File: src/hw/cpu_config.svh
`ifndef CPU_CONFIG_SVH
`define CPU_CONFIG_SVH

// data and address width of the core
`define CPU_WORD_WIDTH 16

// general registers RA..BB
`define CPU_REG_COUNT  8
`define CPU_REG_IDX_W  3

`endif

File: src/hw/ctrl_pkg.sv
package ctrl_pkg;

    typedef enum logic [3:0] {
        ALU_ADC,     // a + b + cin
        ALU_SBB,     // a - b - cin
        ALU_NEG_SBB, // b - a - cin
        ALU_NOT,
        ALU_AND,
        ALU_OR,
        ALU_XOR,
        ALU_SHL,
        ALU_SHR,
        ALU_SAR
    } alu_op_e;

    // who drives the internal bus
    typedef enum logic [1:0] {
        BUS_ALU,
        BUS_REG,
        BUS_MEM,
        BUS_CP
    } bus_src_e;

    typedef struct packed {
        logic carry;    // carry out or borrow
        logic zero;
        logic sign;
        logic overflow;
    } flags_t;

endpackage

File: src/hw/isa_pkg.sv
`include "cpu_config.svh"

package isa_pkg;

    // register index as encoded in rg and rm
    typedef enum logic [`CPU_REG_IDX_W-1:0] {
        RA, RB, RC, RD,
        XA, XB, BA, BB
    } reg_idx_e;

    // rm seen as an address mode when mod is not 11
    typedef struct packed {
        logic single;   // one index register, no base
        logic base_b;   // base is BB instead of BA
        logic index_b;  // index is XB instead of XA
    } addr_mode_t;

    typedef union packed {
        reg_idx_e   rg; // register view, mod 11 and single-register mode
        addr_mode_t am; // addressing view
    } rm_field_u;

    typedef struct packed {
        logic [6:0] cop;
        logic       d;  // 1 when rg is the destination
        logic [1:0] mod;
        reg_idx_e   rg;
        rm_field_u  rm;
    } instr_t;

    typedef enum logic [2:0] {
        OP1_INC, OP1_DEC, OP1_NEG, OP1_NOT,
        OP1_SHL, OP1_SHR, OP1_SAR
    } op1_e;

    typedef enum logic [2:0] {
        OP2_ADD, OP2_ADC, OP2_SUB, OP2_SBB,
        OP2_AND, OP2_OR, OP2_XOR, OP2_MOV
    } op2_e;

    localparam logic [3:0] COP_1OP = 4'b0001; // cop[6:3] of one-operand group
    localparam logic [2:0] COP_2OP = 3'b010;  // cop[6:4] of two-operand group
    localparam logic [1:0] MOD_REG = 2'b11;   // register-direct operand

endpackage

File: src/hw/alu.sv
`timescale 1ns/1ps
`include "cpu_config.svh"

module alu (
    input  logic [`CPU_WORD_WIDTH-1:0] a,
    input  logic [`CPU_WORD_WIDTH-1:0] b,
    input  logic                       cin,
    input  ctrl_pkg::alu_op_e          op,
    output logic [`CPU_WORD_WIDTH-1:0] result,
    output ctrl_pkg::flags_t           flags
);
    import ctrl_pkg::*;

    localparam int W = `CPU_WORD_WIDTH;

    logic [W-1:0] minu;     // minuend
    logic [W-1:0] subt;     // subtrahend
    logic [W:0]   sum;      // carry out in the top bit
    logic [W:0]   diff;     // borrow in the top bit

    assign minu = (op == ALU_NEG_SBB) ? b : a;   // neg swaps roles
    assign subt = (op == ALU_NEG_SBB) ? a : b;
    assign sum  = {1'b0, a} + {1'b0, b} + {{W{1'b0}}, cin};
    assign diff = {1'b0, minu} - {1'b0, subt} - {{W{1'b0}}, cin};

    always_comb begin
        result = '0;
        flags  = '0;
        case (op)
            ALU_ADC: begin
                result         = sum[W-1:0];
                flags.carry    = sum[W];
                flags.overflow = (a[W-1] == b[W-1]) && (sum[W-1] != a[W-1]);
            end
            ALU_SBB, ALU_NEG_SBB: begin
                result         = diff[W-1:0];
                flags.carry    = diff[W];
                flags.overflow = (minu[W-1] != subt[W-1]) && (diff[W-1] != minu[W-1]);
            end
            ALU_NOT: result = ~a;
            ALU_AND: result = a & b;
            ALU_OR:  result = a | b;                // also the pass path with one side gated
            ALU_XOR: result = a ^ b;
            ALU_SHL: begin
                result      = {a[W-2:0], 1'b0};
                flags.carry = a[W-1];               // bit shifted out
            end
            ALU_SHR: begin
                result      = {1'b0, a[W-1:1]};
                flags.carry = a[0];
            end
            ALU_SAR: begin
                result      = {a[W-1], a[W-1:1]};   // sign kept
                flags.carry = a[0];
            end
            default: ;
        endcase
        flags.zero = (result == '0);
        flags.sign = result[W-1];
    end

endmodule

File: src/hw/control_fsm.sv
`timescale 1ns/1ps

module control_fsm (
    input  logic               clk,
    input  logic               rst,
    input  isa_pkg::instr_t    instr,
    input  ctrl_pkg::flags_t   flags,
    output ctrl_pkg::bus_src_e bus_src,
    output logic               t1_we,
    output logic               t2_we,
    output logic               t1_oe,
    output logic               t2_oe,
    output logic               am_we,
    output logic               ri_we,
    output logic               ind_we,
    output logic               cp_inc,
    output logic               fetch_addr,
    output logic               mem_rd,
    output logic               mem_wr,
    output isa_pkg::reg_idx_e  reg_addr,
    output logic               reg_we,
    output ctrl_pkg::alu_op_e  alu_op,
    output logic               alu_cin
);
    import isa_pkg::*;
    import ctrl_pkg::*;

    typedef enum logic [4:0] {
        S_RESET, S_FETCH, S_FETCH_LD, S_DECODE,
        S_ADDR_SUM_BASE, S_ADDR_SUM_IDX, S_ADDR_SUM_ADD, S_ADDR_REG,
        S_LD_SRC_REG, S_LD_SRC_AM, S_LD_SRC_RD, S_LD_SRC_CAP,
        S_LD_DST_REG, S_LD_DST_AM, S_LD_DST_RD, S_LD_DST_CAP,
        S_EXEC_1OP, S_EXEC_2OP, S_STORE_REG, S_STORE_MEM, S_INC_CP
    } state_e;

    state_e   state;
    state_e   state_next;
    state_e   dec_src;          // continuation after address calc
    state_e   dec_src_next;
    state_e   dec_dst;          // continuation after source load
    state_e   dec_dst_next;
    state_e   dec_store;        // continuation after execute
    state_e   dec_store_next;
    state_e   exec_state;
    logic     dec_d;
    logic     dec_d_next;
    logic     is_1op;
    logic     is_2op;
    logic     reg_dir;
    op1_e     fn1;
    op2_e     fn2;
    reg_idx_e src_reg;
    reg_idx_e dst_reg;

    assign is_1op     = (instr.cop[6:3] == COP_1OP) && (instr.cop[2:0] != 3'b111);
    assign is_2op     = (instr.cop[6:4] == COP_2OP);
    assign reg_dir    = (instr.mod == MOD_REG);
    assign fn1        = op1_e'(instr.cop[2:0]);
    assign fn2        = op2_e'(instr.cop[2:0]);
    assign exec_state = is_1op ? S_EXEC_1OP : S_EXEC_2OP;
    assign src_reg    = dec_d ? instr.rm.rg : instr.rg;
    assign dst_reg    = dec_d ? instr.rg : instr.rm.rg;

    always_ff @(posedge clk) begin
        if (!rst) begin
            state     <= S_RESET;
            dec_src   <= S_RESET;
            dec_dst   <= S_RESET;
            dec_store <= S_RESET;
            dec_d     <= 1'b0;
        end else begin
            state <= state_next;
            if (state == S_DECODE) begin
                dec_src   <= dec_src_next;
                dec_dst   <= dec_dst_next;
                dec_store <= dec_store_next;
                dec_d     <= dec_d_next;
            end
        end
    end

    //////////////////////////////
    // decode of the continuations
    always_comb begin
        dec_d_next     = 1'b0;          // one-operand forms use rm as dst
        dec_src_next   = S_INC_CP;
        dec_dst_next   = S_INC_CP;
        dec_store_next = S_INC_CP;
        if (is_1op) begin
            dec_dst_next   = reg_dir ? S_LD_DST_REG : S_LD_DST_AM;
            dec_src_next   = dec_dst_next;
            dec_store_next = reg_dir ? S_STORE_REG : S_STORE_MEM;
        end else if (is_2op) begin
            dec_d_next   = instr.d;
            dec_dst_next = (reg_dir || instr.d) ? S_LD_DST_REG : S_LD_DST_AM;
            dec_src_next = (reg_dir || !instr.d) ? S_LD_SRC_REG : S_LD_SRC_AM;
            if (instr.cop[3])           // store bit, clear for CMP/TEST
                dec_store_next = (reg_dir || instr.d) ? S_STORE_REG : S_STORE_MEM;
        end
    end

    //////////////////////////////
    // sequencing and strobes
    always_comb begin
        state_next = S_RESET;
        bus_src    = BUS_ALU;
        t1_we      = 1'b0;
        t2_we      = 1'b0;
        t1_oe      = 1'b0;
        t2_oe      = 1'b0;
        am_we      = 1'b0;
        ri_we      = 1'b0;
        ind_we     = 1'b0;
        cp_inc     = 1'b0;
        fetch_addr = 1'b0;
        mem_rd     = 1'b0;
        mem_wr     = 1'b0;
        reg_addr   = RA;
        reg_we     = 1'b0;
        alu_op     = ALU_OR;
        alu_cin    = 1'b0;

        case (state)
            S_RESET: state_next = S_FETCH;
            S_FETCH: begin
                fetch_addr = 1'b1;                  // address from CP
                mem_rd     = 1'b1;
                state_next = S_FETCH_LD;
            end
            S_FETCH_LD: begin
                bus_src    = BUS_MEM;
                ri_we      = 1'b1;
                state_next = S_DECODE;
            end
            S_DECODE: begin
                if (!is_1op && !is_2op)
                    state_next = S_INC_CP;          // unknown cop, skip
                else if (reg_dir)
                    state_next = dec_src_next;
                else if (instr.rm.am.single)
                    state_next = S_ADDR_REG;
                else
                    state_next = S_ADDR_SUM_BASE;
            end
            S_ADDR_SUM_BASE: begin
                bus_src    = BUS_REG;
                reg_addr   = instr.rm.am.base_b ? BB : BA;
                t1_we      = 1'b1;
                state_next = S_ADDR_SUM_IDX;
            end
            S_ADDR_SUM_IDX: begin
                bus_src    = BUS_REG;
                reg_addr   = instr.rm.am.index_b ? XB : XA;
                t2_we      = 1'b1;
                state_next = S_ADDR_SUM_ADD;
            end
            S_ADDR_SUM_ADD: begin
                t1_oe      = 1'b1;
                t2_oe      = 1'b1;
                alu_op     = ALU_ADC;               // base + index
                t1_we      = !dec_d;                // address beside the mem operand
                t2_we      = dec_d;
                state_next = dec_src;
            end
            S_ADDR_REG: begin
                bus_src    = BUS_REG;
                reg_addr   = instr.rm.rg;           // XA..BB
                t1_we      = !dec_d;
                t2_we      = dec_d;
                state_next = dec_src;
            end
            S_LD_SRC_REG: begin
                bus_src    = BUS_REG;
                reg_addr   = src_reg;
                t2_we      = 1'b1;
                state_next = dec_dst;
            end
            S_LD_SRC_AM: begin
                t2_oe      = 1'b1;                  // pass T2 to AM
                am_we      = 1'b1;
                state_next = S_LD_SRC_RD;
            end
            S_LD_SRC_RD: begin
                mem_rd     = 1'b1;
                state_next = S_LD_SRC_CAP;
            end
            S_LD_SRC_CAP: begin
                bus_src    = BUS_MEM;
                t2_we      = 1'b1;
                state_next = dec_dst;
            end
            S_LD_DST_REG: begin
                bus_src    = BUS_REG;
                reg_addr   = dst_reg;
                t1_we      = 1'b1;
                state_next = exec_state;
            end
            S_LD_DST_AM: begin
                t1_oe      = 1'b1;                  // pass T1 to AM
                am_we      = 1'b1;
                state_next = S_LD_DST_RD;
            end
            S_LD_DST_RD: begin
                mem_rd     = 1'b1;
                state_next = S_LD_DST_CAP;
            end
            S_LD_DST_CAP: begin
                bus_src    = BUS_MEM;
                t1_we      = 1'b1;
                state_next = exec_state;
            end
            S_EXEC_1OP: begin
                t1_oe  = 1'b1;
                t1_we  = 1'b1;
                ind_we = 1'b1;
                case (fn1)
                    OP1_INC: begin
                        alu_op  = ALU_ADC;
                        alu_cin = 1'b1;
                    end
                    OP1_DEC: begin
                        alu_op  = ALU_SBB;
                        alu_cin = 1'b1;
                    end
                    OP1_NEG: alu_op = ALU_NEG_SBB;  // 0 - T1
                    OP1_NOT: alu_op = ALU_NOT;
                    OP1_SHL: alu_op = ALU_SHL;
                    OP1_SHR: alu_op = ALU_SHR;
                    OP1_SAR: alu_op = ALU_SAR;
                    default: ;
                endcase
                state_next = dec_store;
            end
            S_EXEC_2OP: begin
                t1_oe  = 1'b1;
                t2_oe  = 1'b1;
                t1_we  = 1'b1;
                ind_we = 1'b1;
                case (fn2)
                    OP2_ADD: alu_op = ALU_ADC;
                    OP2_ADC: begin
                        alu_op  = ALU_ADC;
                        alu_cin = flags.carry;
                    end
                    OP2_SUB: alu_op = ALU_SBB;
                    OP2_SBB: begin
                        alu_op  = ALU_SBB;
                        alu_cin = flags.carry;      // stored borrow
                    end
                    OP2_AND: alu_op = ALU_AND;
                    OP2_OR:  alu_op = ALU_OR;
                    OP2_XOR: alu_op = ALU_XOR;
                    OP2_MOV: begin
                        t1_oe  = 1'b0;              // 0 | T2
                        ind_we = 1'b0;              // flags untouched
                    end
                    default: ;
                endcase
                state_next = dec_store;
            end
            S_STORE_REG: begin
                t1_oe      = 1'b1;
                reg_addr   = dst_reg;
                reg_we     = 1'b1;
                state_next = S_INC_CP;
            end
            S_STORE_MEM: begin
                t1_oe      = 1'b1;
                mem_wr     = 1'b1;                  // address from AM
                state_next = S_INC_CP;
            end
            S_INC_CP: begin
                cp_inc     = 1'b1;
                state_next = S_FETCH;
            end
            default: state_next = S_RESET;
        endcase
    end

endmodule

File: src/hw/cpu_core.sv
`timescale 1ns/1ps
`include "cpu_config.svh"

module cpu_core (
    input  logic                       clk,
    input  logic                       rst,
    output logic                       mem_rd,
    output logic                       mem_wr,
    output logic [`CPU_WORD_WIDTH-1:0] mem_addr,
    output logic [`CPU_WORD_WIDTH-1:0] mem_wdata,
    input  logic [`CPU_WORD_WIDTH-1:0] mem_rdata
);
    import isa_pkg::*;
    import ctrl_pkg::*;

    bus_src_e                   bus_src;
    logic                       t1_we;
    logic                       t2_we;
    logic                       t1_oe;
    logic                       t2_oe;
    logic                       am_we;
    logic                       ri_we;
    logic                       ind_we;
    logic                       cp_inc;
    logic                       fetch_addr;
    reg_idx_e                   reg_addr;
    logic                       reg_we;
    logic [`CPU_WORD_WIDTH-1:0] reg_rdata;
    logic [`CPU_WORD_WIDTH-1:0] reg_wdata;
    alu_op_e                    alu_op;
    logic                       alu_cin;
    logic [`CPU_WORD_WIDTH-1:0] alu_a;
    logic [`CPU_WORD_WIDTH-1:0] alu_b;
    logic [`CPU_WORD_WIDTH-1:0] alu_result;
    flags_t                     alu_flags;
    instr_t                     instr;      // RI contents
    flags_t                     flags;      // IND contents

    // port names match the local nets
    control_fsm ctrl_i (.*);

    datapath dp_i (.*);

    reg_file regs_i (
        .clk   (clk),
        .rst   (rst),
        .addr  (reg_addr),
        .we    (reg_we),
        .wdata (reg_wdata),
        .rdata (reg_rdata)
    );

    alu alu_i (
        .a      (alu_a),
        .b      (alu_b),
        .cin    (alu_cin),
        .op     (alu_op),
        .result (alu_result),
        .flags  (alu_flags)
    );

endmodule

File: src/hw/datapath.sv
`timescale 1ns/1ps
`include "cpu_config.svh"

module datapath (
    input  logic                       clk,
    input  logic                       rst,
    input  ctrl_pkg::bus_src_e         bus_src,
    input  logic                       t1_we,
    input  logic                       t2_we,
    input  logic                       t1_oe,
    input  logic                       t2_oe,
    input  logic                       am_we,
    input  logic                       ri_we,
    input  logic                       ind_we,
    input  logic                       cp_inc,
    input  logic                       fetch_addr,
    input  logic [`CPU_WORD_WIDTH-1:0] reg_rdata,
    input  logic [`CPU_WORD_WIDTH-1:0] alu_result,
    input  ctrl_pkg::flags_t           alu_flags,
    input  logic [`CPU_WORD_WIDTH-1:0] mem_rdata,
    output logic [`CPU_WORD_WIDTH-1:0] alu_a,
    output logic [`CPU_WORD_WIDTH-1:0] alu_b,
    output isa_pkg::instr_t            instr,
    output ctrl_pkg::flags_t           flags,
    output logic [`CPU_WORD_WIDTH-1:0] reg_wdata,
    output logic [`CPU_WORD_WIDTH-1:0] mem_addr,
    output logic [`CPU_WORD_WIDTH-1:0] mem_wdata
);
    import ctrl_pkg::*;

    logic [`CPU_WORD_WIDTH-1:0] bus;
    logic [`CPU_WORD_WIDTH-1:0] t1;         // destination operand and result
    logic [`CPU_WORD_WIDTH-1:0] t2;         // source operand
    logic [`CPU_WORD_WIDTH-1:0] am;         // memory address
    logic [`CPU_WORD_WIDTH-1:0] ri;         // instruction word
    logic [`CPU_WORD_WIDTH-1:0] cp;         // program counter
    flags_t                     ind;

    //////////////////////////////
    // internal bus
    always_comb begin
        case (bus_src)
            BUS_ALU: bus = alu_result;
            BUS_REG: bus = reg_rdata;
            BUS_MEM: bus = mem_rdata;
            default: bus = cp;
        endcase
    end

    always_ff @(posedge clk) begin
        if (t1_we) t1 <= bus;
        if (t2_we) t2 <= bus;
        if (am_we) am <= bus;
        if (ri_we) ri <= bus;
    end

    always_ff @(posedge clk) begin
        if (!rst) begin
            cp  <= '0;
            ind <= '0;
        end else begin
            if (cp_inc) cp <= cp + 1'b1;
            if (ind_we) ind <= alu_flags;   // flags of the last executed op
        end
    end

    //////////////////////////////
    // outputs
    assign alu_a     = t1_oe ? t1 : '0;
    assign alu_b     = t2_oe ? t2 : '0;
    assign instr     = ri;
    assign flags     = ind;
    assign reg_wdata = bus;
    assign mem_wdata = bus;
    assign mem_addr  = fetch_addr ? cp : am;

endmodule

File: src/hw/reg_file.sv
`timescale 1ns/1ps
`include "cpu_config.svh"

module reg_file (
    input  logic                       clk,
    input  logic                       rst,
    input  isa_pkg::reg_idx_e          addr,   // shared by read and write
    input  logic                       we,
    input  logic [`CPU_WORD_WIDTH-1:0] wdata,
    output logic [`CPU_WORD_WIDTH-1:0] rdata
);

    logic [`CPU_WORD_WIDTH-1:0] regs [`CPU_REG_COUNT];

    assign rdata = regs[addr];                  // asynchronous read

    always_ff @(posedge clk) begin
        if (!rst) begin
            for (int i = 0; i < `CPU_REG_COUNT; i++) begin
                regs[i] <= '0;
            end
        end else if (we) begin
            regs[addr] <= wdata;
        end
    end

endmodule

File: config.mk
export PLATFORM = sky130hd
export DESIGN_NAME = cpu_core
export DESIGN_NICKNAME = d
export VERILOG_FILES = /design/src/hw/ctrl_pkg.sv /design/src/hw/isa_pkg.sv /design/src/hw/alu.sv /design/src/hw/control_fsm.sv /design/src/hw/cpu_core.sv /design/src/hw/datapath.sv /design/src/hw/reg_file.sv
export VERILOG_INCLUDE_DIRS = /design/src /design/src/hw
export SDC_FILE = /design/constraint.sdc
export NUM_CORES = 1
export LEC_CHECK = 0
export BUFFER_PORTS_ARGS = -buffer_cell sky130_fd_sc_hd__buf_2
export CAP_MARGIN = 20
export CORE_MARGIN = 4
export CORE_UTILIZATION = 25
export CTS_CLUSTER_SIZE = 24
export DETAILED_ROUTE_END_ITERATION = 12
export HOLD_SLACK_MARGIN = 0.08
export PLACE_DENSITY = 0.48
export SLEW_MARGIN = 30
export SYNTH_ARGS = -nofsm -noshare
export SYNTH_HDL_FRONTEND = slang
export SYNTH_SLANG_ARGS = --single-unit
File: constraint.sdc
create_clock -name clk -period 9.03 [get_ports clk]
set_input_delay 2.709 -clock clk [delete_from_list [all_inputs] [get_ports clk]]
set_output_delay 2.709 -clock clk [all_outputs]
set_load 0.05 [all_outputs]
* Word level (Yosys, flattened, before mapping)
Memories as Yosys holds them, arrays and structs flattened. Index checks and enable logic that the tools add are counted. W data, S select, Z words.
Cells by class: bitwise logic cells 4, reductions and logical operators 33, add/sub/neg operators 5, equality and inequality tests 42, muxes and demuxes 59
Operators with widths (count):
- $pmux W16 S9 | 1
- $mux W16 | 6
- $pmux W5 S15 | 1
- $pmux W16 S3 | 1
- $mux W5 | 9
- $eq A5 B4 Y1 const B | 8
- $pmux W4 S7 | 1
- $mux W1 | 26
- $reduce_or A2 Y1 | 13
- $eq A5 B5 Y1 const B | 5
- $eq A5 B3 Y1 const B | 4
- $add A16 B16 Y17 | 1
- $add A17 B1 Y17 | 1
- $sub A16 B16 Y17 | 1
- $sub A17 B1 Y17 | 1
- $add A16 B1 Y16 const B | 1
- $and A16 B16 Y16 | 1
- $eq A4 B3 Y1 const B | 4
- $not A16 Y16 | 1
- $or A16 B16 Y16 | 1
- $reduce_or A16 Y1 | 1
- $xor A16 B16 Y16 | 1
- $pmux W3 S5 | 1
- $reduce_or A5 Y1 | 3
- 26 further kinds | 50
Storage, ports and cells: memories 1, bits of input ports 18, register bits after elaboration 102, bits in writable memories 128, logic and storage cells 155
Memory list:
- regs_i.regs | words 8, bits a word 16, read ports 1, clocked after memory_dff 0, wr ports 8, RTL line reg_file.sv:13 | logic [`CPU_WORD_WIDTH-1:0] regs [`CPU_REG_COUNT];

* Longest topological paths before layout
Gate-level depths: netlist (run 1).
word-level depth 11, mapped depth 22, gate-level depth less buffers 17

* Hierarchy
Synthesis (run 1) repeated with hierarchy kept, for this count alone.
Second synthesis, totals: cell total of the unflattened synthesis 1264, area total of the unflattened synthesis 14217.4 um^2
Modules (own cells, without submodules):
- reg_file | seq. area each 3843.7 um^2, times used 1, area an instance 5878.1 um^2, cells an instance 351
- datapath | seq. area each 2322.2 um^2, times used 1, area an instance 3707.3 um^2, cells an instance 249
- alu | seq. area each 0.0 um^2, times used 1, area an instance 3174.3 um^2, cells an instance 460
- control_fsm | seq. area each 300.3 um^2, times used 1, area an instance 1457.6 um^2, cells an instance 204

* Least setup slack after synthesis (run 1)
OpenSTA, ideal clock, no wires.
path kind reg-to-output, from register ctrl_i.state[1], to output mem_wdata[14], data arrival time 4937 ps, slack 1384 ps, stages on the path, launching flop included 21, cells stage by stage dfxtp_1 > buf_4 > or3b_1 > nor4_4 > a311oi_2 > clkbuf_1 > nand2_1 > clkbuf_1 > clkbuf_1 > nand2_1 > ha_1 > inv_1 > ha_1 > a21o_1 > a221oi_1 > o21ai_0 > a41oi_1 > a21oi_1 > a2111o_1 > nor4b_4 > inv_1
On the way: cells in the longest elaborated chain, start to end 9, elaborated cells between the ends (all ways) 55, classes of those cells add/sub: 4; eq/ne: 26; mux: 12; bitwise: 4; reduce/logical: 8; memory: 1
Ends and longest elaborated chain:
- start: declaration | RTL line control_fsm.sv:36 | state_e state;
- start signal: assignment | RTL line control_fsm.sv:72 | state <= state_next;
- $eq A5 B3 Y1, or another cell as far along | RTL line control_fsm.sv:123 | case (state)
- $reduce_or A5 Y1 (no line) / $reduce_or A3 Y1 (equally long branches)
- $pmux W1 S2 / $mux W1 (equally long branches) | RTL line control_fsm.sv:123
- $mux W16 (on tied branches) | RTL line datapath.sv:69, datapath.sv:70
- $mux W16 (on tied branches) | RTL line alu.sv:21, alu.sv:22
- $sub A16 B16 Y17 | RTL line alu.sv:24 | assign diff = {1'b0, minu} - {1'b0, subt} - {{W{1'b0}}, cin};
- $sub A17 B1 Y17 | RTL line alu.sv:24
- $pmux W16 S9 | RTL line alu.sv:29 | case (op)
- $pmux W16 S3 (*) | RTL line datapath.sv:42 | case (bus_src)
- end: declaration | RTL line cpu_core.sv:10 | output logic [`CPU_WORD_WIDTH-1:0] mem_wdata,
Mark *: on every way between the ends. The rest lies on a longest branch, timed or not.

* Final worst setup path (run 1)
from register ctrl_i.state[3], to output mem_wdata[12]
The elaborated chain is that of the path after synthesis.

==> results of run 1 <==
## cell type report
type,instances,area share (%)
Timing Repair Buffer,110,4.36
Multi-Input combinational cell,1008,43.2
Tap cell,748,5.73
Sequential cell,224,39.2
Clock buffer,32,4.18
Inverter,87,2.00
Clock inverter,16,1.37
## where the power goes
part           switching [W]  internal (W)  total [W]
clock               0.000452      0.000684    0.00114
sequential         0.0000382       0.00120    0.00124
combinational       0.000725      0.000287    0.00101
## logic make-up after synthesis
logic type	count (synthesis)	synth area share, %
and+or+nand+nor	459	16.9
DFF	224	45.6
buffers and inverters	153	4.61
AOI/OAI and AO/OA	400	20.6
muxes	54	4.43
adders and majority gates	64	5.92
xor gates and xnor gates	31	1.93
## per-stage QoR
stage / area, um2 / hold slack [ns] / setup slack [ns] / std cells
3_3_place_gp: 15400 / 0.462 / 0.956 / 2176
2_1_floorplan: 14000 / 0.434 / 1.38 / 1385
3_5_place_dp: 15400 / 0.468 / 0.670 / 2176
4_1_cts: 16300 / 0.482 / 0.0940 / 2224
5_1_grt: 16300 / 0.500 / 0.0581 / 2225
6_report: 16300 / 0.483 / 0.385 / 2225
## flip-flops by register name, summed over array words and instances (netlist names)
register	flops
ctrl_i.dec_store	3
ctrl_i.dec_src	4
dp_i.t1	16
dp_i.instr	16
ctrl_i.dec_dst	2
dp_i.flags	1
regs_i.regs	128
ctrl_i.state	5
dp_i.t2	16
dp_i.am	16
dp_i.cp	16
ctrl_i.dec_d	1
## layer usage
layer | wire length, um | global-route usage [%] | vias up
met3 | 4060 | 3.40 | 102
li1 | - | - | 5384
met2 | 24200 | 27.1 | 522
met5 | 13 | 0 | -
met4 | 1680 | 4.63 | 2
met1 | 23600 | 23.9 | 5918
## worst paths after layout
check	from	to	slack (ns)	cells after the start
worst max-delay path	ctrl_i.state[3]	mem_wdata[12]	0.39	18
worst max register to register	ctrl_i.state[3]	regs_i.regs[7][12]	3.25	19
worst min register to register	ctrl_i.dec_store[0]	ctrl_i.dec_store[0]	0.48	2
worst min-delay path	ctrl_i.dec_store[0]	ctrl_i.dec_store[0]	0.48	2
## synth_stat cells, types with 9 or more instances
master,instances
o221ai_1,11
o21ai_0,79
o211ai_1,9
a32oi_1,13
o21a_1,16
nand3_1,54
xnor2_1,23
a31oi_1,15
a21o_1,13
inv_1,85
a21oi_1,92
nand2_1,124
o22ai_1,10
clkbuf_1,35
and3_1,26
dfxtp_1,32
nor2b_1,22
nand4_1,9
buf_2,17
nor3_1,23
a221oi_1,14
a22oi_1,9
mux2i_1,25
ha_1,60
mux2_2,25
and2_1,19
edfxtp_1,192
nor2_1,118
## worst max-delay path: cells and delay by family (launching register included)
family	cells	cell delay, ns
flops	1	0.53
simple gates	3	0.81
compound gates	9	2.63
buf+inv	4	0.83
fa+ha+maj	2	0.54
## timing repair
item / CTS / global route
gates resized for setup: 0 / 3
buffers inserted: 0 / 1
endpoints found under the setup margin: 0 / 4
==> results.json, run 1 <==
{
  "status": "completed",
  "arrival_ns": 5.94,
  "cts-root-buf": "clkbuf_16",
  "drtAntennaViolNets": 0,
  "drt-initial-drc-count": 1480,
  "netlist_area_um2": 14000,
  "portBuffers": 51,
  "irDropWorstVdd_mv": 0.150,
  "cap_violations": 0,
  "cts_buffers": 26,
  "final.period_utilization_pct": 95.7,
  "required_ns": 6.32,
  "max_stage_delay_ns": 0.53,
  "avgViaCountPerCell": 5.36,
  "multi_input_area_um2": 7050,
  "die_w_um": 245,
  "hp-class": "reg -> reg",
  "yosysTopAreaCell": "edfxtp_1",
  "grt_max_degree": 37,
  "hpwl_mm": 37.3,
  "ys_types": 106,
  "setup_violations": 0,
  "final_nets": 1539,
  "synth.avg_cell_area_um2": 10.1,
  "cp_slowest_cell": "dfxtp_1",
  "cts_tree": "yes",
  "start_kind": "flop",
  "tightest_slew_ns": 1.01,
  "wirelength_mm": 53.5,
  "num_vias": 11900,
  "setup_tns_ns": 0,
  "finalMaxSlewViolations": 0,
  "overflow": 0,
  "grt_setup_unrepaired": "false",
  "drc_errors": 0,
  "finalHoldViolations": 0,
  "grt_pass1_wl_mm": 77.8,
  "firstDrtPassIters": 5,
  "syn_nets": 1467,
  "relSlewSlack_pct": 32.2,
  "synth_top_area_share_pct": 41.1,
  "htreeDepth": 1,
  "synth_edf_count": 192,
  "gp_congestion": 0.908,
  "hold_buffers": 0,
  "final_common_cell": "edfxtp_1",
  "postSynth.asyncResetShare_pct": 0,
  "ys_ff_latch": 224,
  "final_cell_mix": "192 x edfxtp_1, 117 x nor2_1, 116 x nand2_1, 91 x a21oi_1, 85 x inv_1",
  "cp-end-kind": "output port",
  "max_freq_mhz": 116,
  "grt_use_total_pct": 17.1,
  "syn_inst": 1385,
  "critical_path_peak_fanout": 27,
  "final_util_pct": 29.5,
  "p_leak_nw": 6.24,
  "clk-insertion-delay-late_ns": 0.56,
  "die-area_um2": 60000,
  "fillers": 5828,
  "clockBufferDepth": 3,
  "antenna_found_initial": 4,
  "diodes": 0,
  "crit_chain": "buf_4, nor4b_2, nand3_1, a21oi_1, nand2_1, buf_4, o21ai_0, ha_1, inv_1, ha_1, a21o_1, a31oi_1, o21ai_0, a21o_1, a211o_1, a221oi_2, o22ai_2, buf_2",
  "ys_seq_area_share_pct": 45.6,
  "wl_per_cell_um": 24.1,
  "layout-drive-gt1-share_pct": 16.9,
  "initial_core_util_pct": 25.4,
  "rows": 86,
  "synthTopCellsByArea": "edfxtp_1 41%, ha_1 5.3%, dfxtp_1 4.6%",
  "p_per_area_nw_per_um2": 207,
  "skew_ns": 0.0190,
  "worst-setup-path-type": "reg -> out",
  "synthFlopType": "edfxtp_1",
  "clock_sinks": 224,
  "clk_pin_slew_ns": 0.06,
  "syn_to_final_growth_pct": 16.4,
  "seq_area_um2": 6410,
  "first_global_vias": 11400,
  "finalPower_w": 0.00339,
  "core-area_um2": 55300,
  "fin_crit_ns": 8.64,
  "io_pins": 52,
  "yosysWarnings": 0,
  "die_h_um": 245
}
(Power assumes the default switching activity.)
==> run 2: changes to the inputs <==
ABC_AREA = 1   (was not set)
==> run 2 against run 1 <==
Via count decreased by 2.0%. Combinational power grew 38%. Cell count up 6.1%. Count of clock-buffer cells in the layout is 3 higher. Highest routed layer is now met4. Global-route usage is 1.3 points lower.
==> results.json, run 2 <==
{
  "wl_per_cell_um": 19.8,
  "hp-class": "reg -> reg",
  "grt_setup_unrepaired": "false",
  "syn_nets": 1686,
  "portBuffers": 51,
  "critical_path_peak_fanout": 18,
  "crit_chain": "nor2_2, nand3_2, inv_2, nand3_1, nand2_2, nor2_4, nand2_2, clkinvlp_4, nand2_1, nand2_1, ha_1, inv_1, ha_1, a21oi_1, a21boi_0, nor2_1, a211oi_1, nand2_1, nand2_1, nand3_1, nand2_1, nand2_4, nand2_1, buf_2",
  "netlist_area_um2": 13500,
  "die-area_um2": 57800,
  "ys_ff_latch": 224,
  "clk-insertion-delay-late_ns": 0.55,
  "crit_path_frequent_cell": "nand2_1",
  "relSlewSlack_pct": 35.8,
  "largest_reg_flops": 128,
  "drc_errors": 0,
  "finalHoldViolations": 0,
  "worst-setup-path-type": "reg -> out",
  "irDropWorstVdd_mv": 0.232,
  "grt_use_total_pct": 15.8,
  "grt_max_degree": 53,
  "synth_top_area_share_pct": 42.7,
  "setup_violations": 0,
  "hpwl_mm": 32.7,
  "cts-root-buf": "clkbuf_16",
  "layout-drive-gt1-share_pct": 13.5,
  "p_per_area_nw_per_um2": 243,
  "drtAntennaViolNets": 0,
  "io_pins": 52,
  "max_stage_delay_ns": 0.42,
  "num_vias": 11700,
  "final_util_pct": 29.1,
  "die_h_um": 240,
  "top_register": "regs_i.regs",
  "synth.avg_cell_area_um2": 8.42,
  "drt-initial-drc-count": 915,
  "avgViaCountPerCell": 4.95,
  "yosysWarnings": 0,
  "max_freq_mhz": 118,
  "postCtsSetupRepairBufs": 0,
  "syn_to_final_growth_pct": 14.3,
  "holdPathStages": 1,
  "final.period_utilization_pct": 93.6,
  "finalPower_w": 0.00375,
  "start_kind": "flop",
  "required_ns": 6.32,
  "min_to": "dp_i.cp[14]",
  "clock_sinks": 224,
  "synthTopCellsByArea": "edfxtp_1 43%, nand2_1 11%, ha_1 5.6%",
  "tightest_slew_ns": 0.960,
  "clockBufferDepth": 3,
  "r2r_slack_ns": 3.85,
  "synth_edf_count": 192,
  "die_w_um": 240,
  "min_from": "dp_i.cp[14]",
  "syn_inst": 1604,
  "cts_buffers": 27,
  "cp-end-kind": "output port",
  "initial_core_util_pct": 25.5,
  "final_common_cell": "nand2_1",
  "final_cell_mix": "375 x nand2_1, 192 x edfxtp_1, 189 x inv_1, 153 x nor2_1, 127 x a21oi_1",
  "htreeDepth": 1,
  "yosysTopAreaCell": "edfxtp_1",
  "finalMaxSlewViolations": 0,
  "r2r-end": "regs_i.regs[5][10]",
  "gp_congestion": 0.899,
  "clk_pin_slew_ns": 0.06,
  "arrival_ns": 5.74,
  "rows": 84,
  "synth.most_common_cell": "nand2_1",
  "ys_seq_area_share_pct": 47.4,
  "cts_tree": "yes",
  "ys_types": 59,
  "final_nets": 1735,
  "fin_crit_ns": 8.45,
  "status": "completed",
  "p_leak_nw": 6.42,
  "first_global_vias": 11400,
  "postSynth.asyncResetShare_pct": 0,
  "synthFlopType": "edfxtp_1",
  "setup_tns_ns": 0,
  "skew_ns": 0.0148,
  "overflow": 0,
  "core-area_um2": 53100,
  "grt_pass1_wl_mm": 70.5,
  "r2r_cells": 25,
  "cp_slowest_cell": "a21boi_0",
  "cap_violations": 0,
  "wirelength_mm": 46.8,
  "synthTopCellsByCount": "382 x nand2_1, 192 x edfxtp_1, 190 x inv_1",
  "antenna_found_initial": 1,
  "firstDrtPassIters": 5,
  "reg2reg_from": "ctrl_i.state[3]"
}
==> run 2: logic make-up (layout without fill, tap and decap cells) <==
family,Yosys count,after routing,synth area share (%)
XOR/XNOR,8,8,0.519
AO/OA/AOI/OAI,327,327,14.9
other,0,1,0
buffers and inverters,261,329,7.70
multiplexers,3,3,0.250
adder cells (fa/ha/maj),64,64,6.15
AND/OR/NAND/NOR,717,717,23.1
flip-flops,224,224,47.4
==> run 2: stage by stage <==
stage	setup slack (ns)	std cells	hold WS [ns]	area [um2]
final	0.582	2361	0.464	15400
after global routing	0.116	2361	0.483	15400
after CTS	0.526	2360	0.463	15400
after detailed placement	1.15	2312	0.455	14500
after global placement	1.24	2312	0.441	14500
after floorplan	2.31	1604	0.426	13500
==> run 2: how the worst max path moves through the flow <==
stage                    startpoint       endpoint  slack [ns]  depth (start not counted)
floorplan           ctrl_i.state[0]  mem_wdata[14]        2.31                         28
finish              ctrl_i.state[3]  mem_wdata[15]        0.58                         24
global route        ctrl_i.state[3]   mem_wdata[8]        0.12                         23
detailed placement  ctrl_i.state[3]  mem_wdata[15]        1.15                         22
global placement    ctrl_i.state[0]  mem_wdata[14]        1.24                         28
CTS                 ctrl_i.state[3]  mem_wdata[15]        0.53                         22
==> run 2: critical path, delay by kind of cell (launching register included) <==
kind	cells	cell delay [ns]
buffers and inverters	4	0.96
adder cells (fa/ha/maj)	2	0.62
AO/OA/AOI/OAI	3	0.88
AND/OR/NAND/NOR	15	2.34
flip-flops	1	0.38
==> run 2: area by class of cell <==
| type | count | area (um2) |
|---|---|---|
| diodes | 1 | 2.50 |
| clock inverters | 13 | 136 |
| clock buffers | 35 | 746 |
| inverters | 215 | 816 |
| repair buffers | 66 | 368 |
| flip-flops and latches | 224 | 6410 |
| well taps | 688 | 861 |
| fillers | 5652 | 37600 |
| multi-input cells | 1119 | 6110 |
==> run 2: metal layers <==
| metal | track usage (%) | up-vias | share of wire [%] |
|---|---|---|---|
| li1 | - | 5580 | - |
| met4 | 4.13 | 0 | 2.6 |
| met2 | 27.2 | 385 | 48 |
| met1 | 21.2 | 5646 | 44 |
| met3 | 1.86 | 79 | 5.9 |
| met5 | 0 | - | 0 |
==> run 2: timing repair <==
| action | in CTS | in global routing |
|---|---|---|
| setup endpoints to repair | 0 | 1 |
| gates resized for setup | 0 | 2 |
| hold buffers | 0 | 0 |
==> run 2: power breakdown <==
group	leakage [nW]	internal [W]	switching (W)
logic	3.82	0.000318	0.00107
registers	2.17	0.00124	0.0000386
clock network	0.423	0.000639	0.000440
total	6.42	0.00220	0.00155
